`config.mk`:
```
export PLATFORM = sky130hd
export DESIGN_NAME = muldiv_unit
export DESIGN_NICKNAME = d
export VERILOG_FILES = /design/src/common/muldiv_pkg.sv /design/src/muldiv/operand_prep.sv /design/src/muldiv/shift_add_mul.sv /design/src/muldiv/restoring_div.sv /design/src/muldiv/result_fixup.sv /design/src/source/muldiv_ctrl.sv /design/src/source/muldiv_unit.sv
export VERILOG_INCLUDE_DIRS = /design/src /design/src/common
export SDC_FILE = /design/constraint.sdc
export NUM_CORES = 1
export LEC_CHECK = 0
export BUFFER_PORTS_ARGS = -buffer_cell sky130_fd_sc_hd__clkbuf_2
export CORE_ASPECT_RATIO = 0.5
export CORE_UTILIZATION = 55
export CTS_CLUSTER_SIZE = 40
export DETAILED_ROUTE_END_ITERATION = 8
export GPL_ROUTABILITY_DRIVEN = 0
export PLACE_DENSITY = 0.79
export SLEW_MARGIN = 20
export SYNTH_ARGS = -nofsm -noshare
export SYNTH_HDL_FRONTEND = slang
export SYNTH_SLANG_ARGS = --single-unit
```
`constraint.sdc`:
```
create_clock -name clk -period 6.8 [get_ports clk]
set_clock_uncertainty 0.15 [all_clocks]
set_input_delay 0 -clock clk [delete_from_list [all_inputs] [get_ports clk]]
set_output_delay 0 -clock clk [all_outputs]
set_load 0.05 [all_outputs]
```
`src/common/muldiv_macros.svh`:
```
`ifndef MULDIV_MACROS_SVH
`define MULDIV_MACROS_SVH

// operand and result word width
`define MULDIV_XLEN 32

// product is two words wide
`define MULDIV_PROD_W (2 * `MULDIV_XLEN)

// one iteration per operand bit
`define MULDIV_STEPS `MULDIV_XLEN

// step counter, must cover MULDIV_STEPS - 1
`define MULDIV_IDX_W 5

`endif

```
`src/common/muldiv_pkg.sv`:
```
`default_nettype none

`include "muldiv_macros.svh"

package muldiv_pkg;

    // same order as funct3 of the M extension
    typedef enum logic [2:0] {
        OP_MUL    = 3'd0,
        OP_MULH   = 3'd1,
        OP_MULHSU = 3'd2,
        OP_MULHU  = 3'd3,
        OP_DIV    = 3'd4,
        OP_DIVU   = 3'd5,
        OP_REM    = 3'd6,
        OP_REMU   = 3'd7
    } muldiv_op_e;

    // one-hot encoded controller states
    typedef enum logic [2:0] {
        ST_IDLE  = 3'b001,
        ST_CALC  = 3'b010,
        ST_FIXUP = 3'b100
    } muldiv_state_e;

    typedef struct packed {
        muldiv_op_e             op;
        logic [`MULDIV_XLEN-1:0] rs1;
        logic [`MULDIV_XLEN-1:0] rs2;
    } muldiv_req_t;

    // registered operation, signs already folded into flags
    typedef struct packed {
        muldiv_op_e             op;
        logic [`MULDIV_XLEN-1:0] a_abs;
        logic [`MULDIV_XLEN-1:0] b_abs;
        logic                   neg_main;  // product / quotient negated
        logic                   neg_rem;   // remainder follows dividend sign
        logic                   div_zero;
        logic                   div_ovf;   // min int / -1
        logic [`MULDIV_XLEN-1:0] rs1_raw;  // returned as-is on corner cases
    } muldiv_operand_t;

endpackage

`default_nettype wire

```
`src/muldiv/operand_prep.sv`:
```
`timescale 1ns/1ns
`default_nettype none

`include "muldiv_macros.svh"

module operand_prep
    import muldiv_pkg::*;
(
    input  wire logic            clk,
    input  wire logic            resetn,
    input  wire logic            load,
    input  wire muldiv_req_t     req,
    output muldiv_operand_t      opnd
);

    localparam logic [`MULDIV_XLEN-1:0] MIN_INT = {1'b1, {(`MULDIV_XLEN-1){1'b0}}};

    logic a_signed;
    logic b_signed;
    logic a_neg;
    logic b_neg;
    logic signed_div;

    // MUL low word is sign independent, treat as unsigned
    assign a_signed   = req.op inside {OP_MULH, OP_MULHSU, OP_DIV, OP_REM};
    assign b_signed   = req.op inside {OP_MULH, OP_DIV, OP_REM};
    assign signed_div = req.op inside {OP_DIV, OP_REM};

    assign a_neg = a_signed && req.rs1[`MULDIV_XLEN-1];
    assign b_neg = b_signed && req.rs2[`MULDIV_XLEN-1];

    always_ff @(posedge clk) begin
        if (!resetn) begin
            opnd <= '0;
        end else if (load) begin
            opnd.op       <= req.op;
            opnd.a_abs    <= a_neg ? (~req.rs1 + 1'b1) : req.rs1;  // min int stays as is
            opnd.b_abs    <= b_neg ? (~req.rs2 + 1'b1) : req.rs2;
            opnd.neg_main <= a_neg ^ b_neg;
            opnd.neg_rem  <= a_neg;   // remainder sign of dividend
            opnd.div_zero <= (req.rs2 == '0);
            opnd.div_ovf  <= signed_div && (req.rs1 == MIN_INT) && (&req.rs2);
            opnd.rs1_raw  <= req.rs1;
        end
    end

endmodule

`default_nettype wire

```
`src/muldiv/shift_add_mul.sv`:
```
`timescale 1ns/1ns
`default_nettype none

`include "muldiv_macros.svh"

module shift_add_mul
    import muldiv_pkg::*;
(
    input  wire logic                     clk,
    input  wire logic                     resetn,
    input  wire logic                     load,
    input  wire logic                     mul_step,
    input  wire logic [`MULDIV_IDX_W-1:0] step_idx,
    input  wire muldiv_operand_t          opnd,
    output logic [`MULDIV_PROD_W-1:0]     prod
);

    logic [`MULDIV_PROD_W-1:0] mcand_ext;
    logic [`MULDIV_PROD_W-1:0] partial;
    logic                      mplier_bit;

    // multiplicand zero extended to product width
    assign mcand_ext = {{`MULDIV_XLEN{1'b0}}, opnd.a_abs};

    // current multiplier bit, lsb first
    assign mplier_bit = opnd.b_abs[step_idx];

    // shifted multiplicand or nothing
    assign partial = mplier_bit ? (mcand_ext << step_idx) : '0;

    always_ff @(posedge clk) begin
        if (!resetn) begin
            prod <= '0;
        end else if (load) begin
            prod <= '0;               // fresh accumulation
        end else if (mul_step) begin
            prod <= prod + partial;   // unsigned, sign applied in fixup
        end
    end

endmodule

`default_nettype wire

```
`src/muldiv/restoring_div.sv`:
```
`timescale 1ns/1ns
`default_nettype none

`include "muldiv_macros.svh"

module restoring_div
    import muldiv_pkg::*;
(
    input  wire logic                  clk,
    input  wire logic                  resetn,
    input  wire logic                  load,
    input  wire logic                  div_step,
    input  wire muldiv_operand_t       opnd,
    output logic [`MULDIV_XLEN-1:0]    quot,
    output logic [`MULDIV_XLEN-1:0]    rem
);

    localparam int XW = `MULDIV_XLEN;

    logic [XW-1:0] q_r;      // dividend bits out at top, quotient bits in at bottom
    logic [XW-1:0] rem_r;    // partial remainder
    logic          fresh;    // first step still ahead
    logic [XW-1:0] dvd;
    logic [XW:0]   shifted;
    logic [XW+1:0] diff;
    logic          borrow;

    // operands land with load, so first step reads them directly
    assign dvd = fresh ? opnd.a_abs : q_r;

    // bring down next dividend bit
    assign shifted = {rem_r, dvd[XW-1]};

    // trial subtract, one extra bit for the borrow
    assign diff   = {1'b0, shifted} - {2'b00, opnd.b_abs};
    assign borrow = diff[XW+1];

    always_ff @(posedge clk) begin
        if (!resetn) begin
            fresh <= 1'b0;
            q_r   <= '0;
            rem_r <= '0;
        end else if (load) begin
            fresh <= 1'b1;
            rem_r <= '0;
        end else if (div_step) begin
            fresh <= 1'b0;
            q_r   <= {dvd[XW-2:0], ~borrow};
            // keep difference only when it fits
            rem_r <= borrow ? shifted[XW-1:0] : diff[XW-1:0];
        end
    end

    // unsigned results, signs fixed later
    assign quot = q_r;
    assign rem  = rem_r;

endmodule

`default_nettype wire

```
`src/muldiv/result_fixup.sv`:
```
`timescale 1ns/1ns
`default_nettype none

`include "muldiv_macros.svh"

module result_fixup
    import muldiv_pkg::*;
(
    input  wire logic                      clk,
    input  wire logic                      resetn,
    input  wire logic                      fixup,
    input  wire muldiv_operand_t           opnd,
    input  wire logic [`MULDIV_PROD_W-1:0] prod,
    input  wire logic [`MULDIV_XLEN-1:0]   quot,
    input  wire logic [`MULDIV_XLEN-1:0]   rem,
    output logic [`MULDIV_XLEN-1:0]        result
);

    logic [`MULDIV_PROD_W-1:0] prod_s;
    logic [`MULDIV_XLEN-1:0]   quot_s;
    logic [`MULDIV_XLEN-1:0]   rem_s;
    logic [`MULDIV_XLEN-1:0]   sel;

    // negate the whole product so borrow reaches the high word
    assign prod_s = opnd.neg_main ? (~prod + 1'b1) : prod;
    assign quot_s = opnd.neg_main ? (~quot + 1'b1) : quot;
    assign rem_s  = opnd.neg_rem  ? (~rem + 1'b1)  : rem;

    always_comb begin
        case (opnd.op)
            OP_MUL:                       sel = prod[`MULDIV_XLEN-1:0];
            OP_MULH, OP_MULHSU, OP_MULHU: sel = prod_s[`MULDIV_PROD_W-1:`MULDIV_XLEN];
            OP_DIV, OP_DIVU: begin
                if (opnd.div_zero) begin
                    sel = '1;            // all ones
                end else if (opnd.div_ovf) begin
                    sel = opnd.rs1_raw;  // min int back
                end else begin
                    sel = quot_s;
                end
            end
            default: begin
                // REM / REMU
                if (opnd.div_zero) begin
                    sel = opnd.rs1_raw;
                end else if (opnd.div_ovf) begin
                    sel = '0;
                end else begin
                    sel = rem_s;
                end
            end
        endcase
    end

    // held until next fixup
    always_ff @(posedge clk) begin
        if (!resetn) begin
            result <= '0;
        end else if (fixup) begin
            result <= sel;
        end
    end

endmodule

`default_nettype wire

```
`src/source/muldiv_ctrl.sv`:
```
`timescale 1ns/1ns
`default_nettype none

`include "muldiv_macros.svh"

module muldiv_ctrl
    import muldiv_pkg::*;
(
    input  wire logic                     clk,
    input  wire logic                     resetn,
    input  wire logic                     valid,
    input  wire muldiv_op_e               op,        // from registered operand
    output logic                          load,
    output logic                          mul_step,
    output logic                          div_step,
    output logic [`MULDIV_IDX_W-1:0]      step_idx,
    output logic                          fixup,
    output logic                          ready
);

    localparam int LAST_STEP = `MULDIV_STEPS - 1;

    muldiv_state_e state;
    logic          in_calc;
    logic          is_div;
    logic          last_step;

    // division ops drive the divider, the rest the multiplier
    assign is_div = op inside {OP_DIV, OP_DIVU, OP_REM, OP_REMU};

    assign in_calc   = (state == ST_CALC);
    assign last_step = (step_idx == LAST_STEP[`MULDIV_IDX_W-1:0]);

    // accept only when idle and no done pulse pending
    assign load = (state == ST_IDLE) && valid && !ready;

    assign mul_step = in_calc && !is_div;
    assign div_step = in_calc && is_div;
    assign fixup    = (state == ST_FIXUP);

    always_ff @(posedge clk) begin
        if (!resetn) begin
            state    <= ST_IDLE;
            step_idx <= '0;
            ready    <= 1'b0;
        end else begin
            ready <= 1'b0;  // pulse lasts one cycle only
            case (state)
                ST_IDLE: begin
                    if (load) begin
                        step_idx <= '0;
                        state    <= ST_CALC;  // E0
                    end
                end
                ST_CALC: begin
                    // steps on E1 .. E32
                    step_idx <= step_idx + 1'b1;
                    if (last_step) begin
                        state <= ST_FIXUP;
                    end
                end
                ST_FIXUP: begin
                    // result latched this edge too
                    ready <= 1'b1;
                    state <= ST_IDLE;
                end
                default: begin
                    state <= ST_IDLE;  // recover from illegal encoding
                end
            endcase
        end
    end

endmodule

`default_nettype wire

```
`src/source/muldiv_unit.sv`:
```
`timescale 1ns/1ns
`default_nettype none

`include "muldiv_macros.svh"

module muldiv_unit
    import muldiv_pkg::*;
(
    input  wire logic                    clk,
    input  wire logic                    resetn,
    input  wire logic                    valid,   // one-cycle request strobe
    input  wire muldiv_req_t             req,
    output logic [`MULDIV_XLEN-1:0]      result,
    output logic                         ready    // one-cycle done pulse
);

    logic                        load;
    logic                        mul_step;
    logic                        div_step;
    logic                        fixup;
    logic [`MULDIV_IDX_W-1:0]    step_idx;
    muldiv_operand_t             opnd;
    logic [`MULDIV_PROD_W-1:0]   prod;
    logic [`MULDIV_XLEN-1:0]     quot;
    logic [`MULDIV_XLEN-1:0]     rem;

    // sequencer, op class comes from registered operand
    muldiv_ctrl u_ctrl (
        .clk      (clk),
        .resetn   (resetn),
        .valid    (valid),
        .op       (opnd.op),
        .load     (load),
        .mul_step (mul_step),
        .div_step (div_step),
        .step_idx (step_idx),
        .fixup    (fixup),
        .ready    (ready)
    );

    operand_prep u_prep (
        .clk    (clk),
        .resetn (resetn),
        .load   (load),
        .req    (req),
        .opnd   (opnd)
    );

    shift_add_mul u_mul (
        .clk      (clk),
        .resetn   (resetn),
        .load     (load),
        .mul_step (mul_step),
        .step_idx (step_idx),
        .opnd     (opnd),
        .prod     (prod)
    );

    restoring_div u_div (
        .clk      (clk),
        .resetn   (resetn),
        .load     (load),
        .div_step (div_step),
        .opnd     (opnd),
        .quot     (quot),
        .rem      (rem)
    );

    // picks word, applies sign and corner values
    result_fixup u_fixup (
        .clk    (clk),
        .resetn (resetn),
        .fixup  (fixup),
        .opnd   (opnd),
        .prod   (prod),
        .quot   (quot),
        .rem    (rem),
        .result (result)
    );

endmodule

`default_nettype wire

```
==> summary.md <==
| Metric | Value |
|---|---|
| Status | completed |
| Crit path required time | 7.10 ns |
| First-pass DRT Iterations | 9 |
| Initial Utilization | 56.1% |
| CTS root buf | clkbuf_16 |
| Final min period | 5.96 ns |
| Number of CTS-inserted buffers | 28 |
| Area delta synth->final | 11.6% |
| Compound-Gate Fraction of Synth Area | 27.8% |
| Reg clk slew, reported paths | 0.07 ns |
| Synthesized Nets | 3,155 |
| N_diodes | 0 |
| Crit Path Max Fanout | 11 |
| Register area share after synthesis | 23.9% |
| Post-cts resize count | 0 |
| Dpl ws | 1.04 ns |
| Final Cycle Share | 87.7% |
| Count leader, synth | nand2_1 |
| DRT Wirelength | 80.7 mm |
| Clock sinks | 272 |
| Slew @ Worst Pin | 0.945 ns |
| Gr ovfl total | 0 |
| Post-layout util | 62.6% |
| Vias | 24,167 |
| Critical Path Start Type | flop |
| Netlist Area Pre-Place | 22,800 µm² |
| Fin nets | 3,204 |
| Worst vdd ir | 196 µV |
| Core Box Area | 40,600 µm² |
| Max-Cap Viols | 0 |
| Area of the die | 42,300 µm² |
| Largest net degree at the start of global routing | 124 |
| Tot Pwr | 4240 µW |
| Setup TNS | 0 ns |
| Port Buffers | 102 |
| Cell accounting for the most synthesized area | dfxtp_1 |
| Mux share of post-synthesis cell area | 9.13% |
| GRT Total Usage | 37.0% |
| Clock Path Buffers | 3 |
| Routed Antenna Nets | 0 |
| Worst Setup Path Type | flop to flop |
| Leak | 0.0108 µW |
| Pwr per Cell Area | 167 nW/µm² |
| Initial antenna violation count | 2 |
| Asr flop ratio synth | 0% |
| Post-Synth XOR/XNOR Area | 8.08% |
| Die W | 290 µm |
| Post-detail-place hpwl | 58.1 mm |
| Io pins | 103 |
| TritonCTS clock tree | built |
| Mean post-synth cell area | 7.64 µm² |
| Starting DRC count in detailed routing | 3,438 |
| Share of layout cells above drive strength 1 | 9.50% |
| Critical path arrival | 6.26 ns |
| Worst hold path type | primary input to flop |
| Largest family of logic cells by synthesized area | compound AO/OA/AOI/OAI gates |
| Distinct cells, synth | 82 |
| Critical Path Max Stage Delay | 0.59 ns |
| Top_reg_cell synth | dfxtp_1 |
| Final setup margin | 0.835 ns |
| H-tree lvl count | 1 |
| Residual DRC count | 0 |
| Critical Path Sink Type | flop |
| Slew Viols, Final | 0 |
| Vias in the first global route | 21,872 |
| WL per Instance | 22.5 µm |
| Final Hold Viols | 0 |
| Area fraction in and, or, nand and nor cells after synthesis | 20.5% |
| Relative slew slack | 36.8% |
| Number of synthesized flops with an enable pin | 0 |
| Die Y | 146 µm |
| RSZ-0062 raised after global routing | no |
| Synth Instances | 2,981 |
| FP Rows | 52 |
| CP Buf/Inv Count | 1 |
| Fmax | 0.168 GHz |
| Delay-heaviest family, CP | compound AO/OA/AOI/OAI gates |
| Worst skew pair latency | 0.60 ns |
| Slowest CP cell | a311oi_1 |
| Commonest cells post-synth | 432 x nand2_1, 272 x dfxtp_1, 235 x nor2_1 |
| Synth warn | 0 |
| Share of the synthesized area in the top cell type | 23.9% |
| Post-synthesis register bit count | 272 |
| Adder-cell share of the synthesized area | 5.78% |
| Via/cell ratio | 6.73 |
| Synth top area cells | dfxtp_1 24%, nand2_1 7.1%, ha_1 5.6%, a21oi_1 5.1%, mux2i_1 4.5% |
| Worst-path cell chain | mux4_2 -> mux4_2 -> nand2b_1 -> or3_1 -> nor3_1 -> ha_1 -> a21o_1 -> a21oi_1 -> o211ai_1 -> or4b_1 -> a311oi_1 -> a211oi_1 -> buf_4 -> o31ai_2 -> a41oi_1 -> mux2i_1 -> a21oi_1 |
| Setup-failing EPs final | 0 |
| Global-route wire length before repair | 124 mm |
==> stage by stage <==
stage / hold WS (ns) / area (µm²) / cells
after floorplan: -0.00509 / 22800 / 2981
after global placement: 0.102 / 23400 / 3445
after detailed placement: 0.108 / 23400 / 3445
after CTS: 0.0606 / 25400 / 3591
after global routing: 0.123 / 25400 / 3592
final: 0.0786 / 25400 / 3592
==> worst paths after layout <==
path,slack (ns),startpoint,cells past startpoint,endpoint
worst max-delay path,0.84,u_ctrl.step_idx[0]$_SDFFE_PN0P_,17,u_mul.prod[61]$_SDFFE_PP0P_
worst min-delay path,0.08,req[65],4,u_prep.opnd[101]$_SDFFE_PN0P_
worst max register to register,0.84,u_ctrl.step_idx[0]$_SDFFE_PN0P_,17,u_mul.prod[61]$_SDFFE_PP0P_
worst min register to register,0.30,u_fixup.result[7]$_SDFFE_PN0P_,2,u_fixup.result[7]$_SDFFE_PN0P_
==> cells in the final DEF (no fill, tap or decap), types with 11 or more instances in the layout <==
| cell | count |
|---|---|
| o21a_1 | 16 |
| and2_1 | 19 |
| o211ai_1 | 24 |
| or4_1 | 21 |
| xnor2_1 | 111 |
| a21oi_1 | 230 |
| dlygate4sd3_1 | 94 |
| mux2i_1 | 102 |
| dfxtp_1 | 265 |
| nand3_1 | 53 |
| nor3_1 | 45 |
| nand4_1 | 46 |
| xor2_1 | 99 |
| ha_1 | 102 |
| and3_1 | 17 |
| o31ai_1 | 47 |
| nor2_1 | 233 |
| clkbuf_2 | 101 |
| o21bai_1 | 17 |
| o41ai_1 | 21 |
| buf_4 | 32 |
| inv_1 | 82 |
| nand2_1 | 431 |
| nand2b_1 | 21 |
| mux2_2 | 28 |
| a221oi_1 | 31 |
| a22oi_1 | 11 |
| a21o_1 | 62 |
| o211a_1 | 90 |
| nor2b_1 | 26 |
| nor4_1 | 24 |
| a211oi_1 | 50 |
| clkbuf_16 | 28 |
| a31oi_1 | 24 |
| o21ai_0 | 190 |
| mux4_2 | 33 |
| a21boi_0 | 54 |
| or3_1 | 26 |
==> where the power goes <==
part	switching (µW)	internal (µW)	total, µW
Clock	733	981	1710
Sequential	96.4	1650	1750
Combinational	467	307	775
Total	1300	2940	4240
==> state kept, by name, summed over array words and instances, names as in the netlist <==
signal,count
u_prep.opnd,102
u_mul.prod,64
u_div.quot,32
u_div.rem,32
u_fixup.result,32
u_ctrl.step_idx,5
u_ctrl.state,3
u_ctrl.ready,1
u_div.fresh,1
==> worst min-delay path: stages <==
cell and delay, ns:
dlygate4sd3_1 0.55, clkbuf_2 0.12, nand2_1 0.05, a21boi_0 0.06
==> area by class of cell <==
type | instances | area, µm²
multi-input combinational | 2417 | 16200
sequential | 272 | 5450
fill | 3475 | 15200
inverter | 83 | 312
timing repair buffer | 228 | 1710
clock inverter | 14 | 205
clock buffer | 38 | 798
tap | 540 | 676
==> cell families after synthesis <==
group,after synthesis
compound gates,931
xor+xnor,210
fa+ha+maj,104
buf+inv,292
flops,272
mux,163
simple gates,1009
==> per-layer routing <==
metal	vias up	GRT usage, %	routed length [µm]
li1	10976	-	-
met4	2	21.1	5580
met1	11297	49.1	31600
met3	347	9.55	9980
met5	-	0.795	54
met2	1545	54.3	33500
==> timing repair <==
item	CTS	global route
endpoints found under the setup margin	0	0
setup buffers	0	0
hold buffers	94	0
endpoints found under the hold margin	119	0
(Power assumes the default switching activity.)
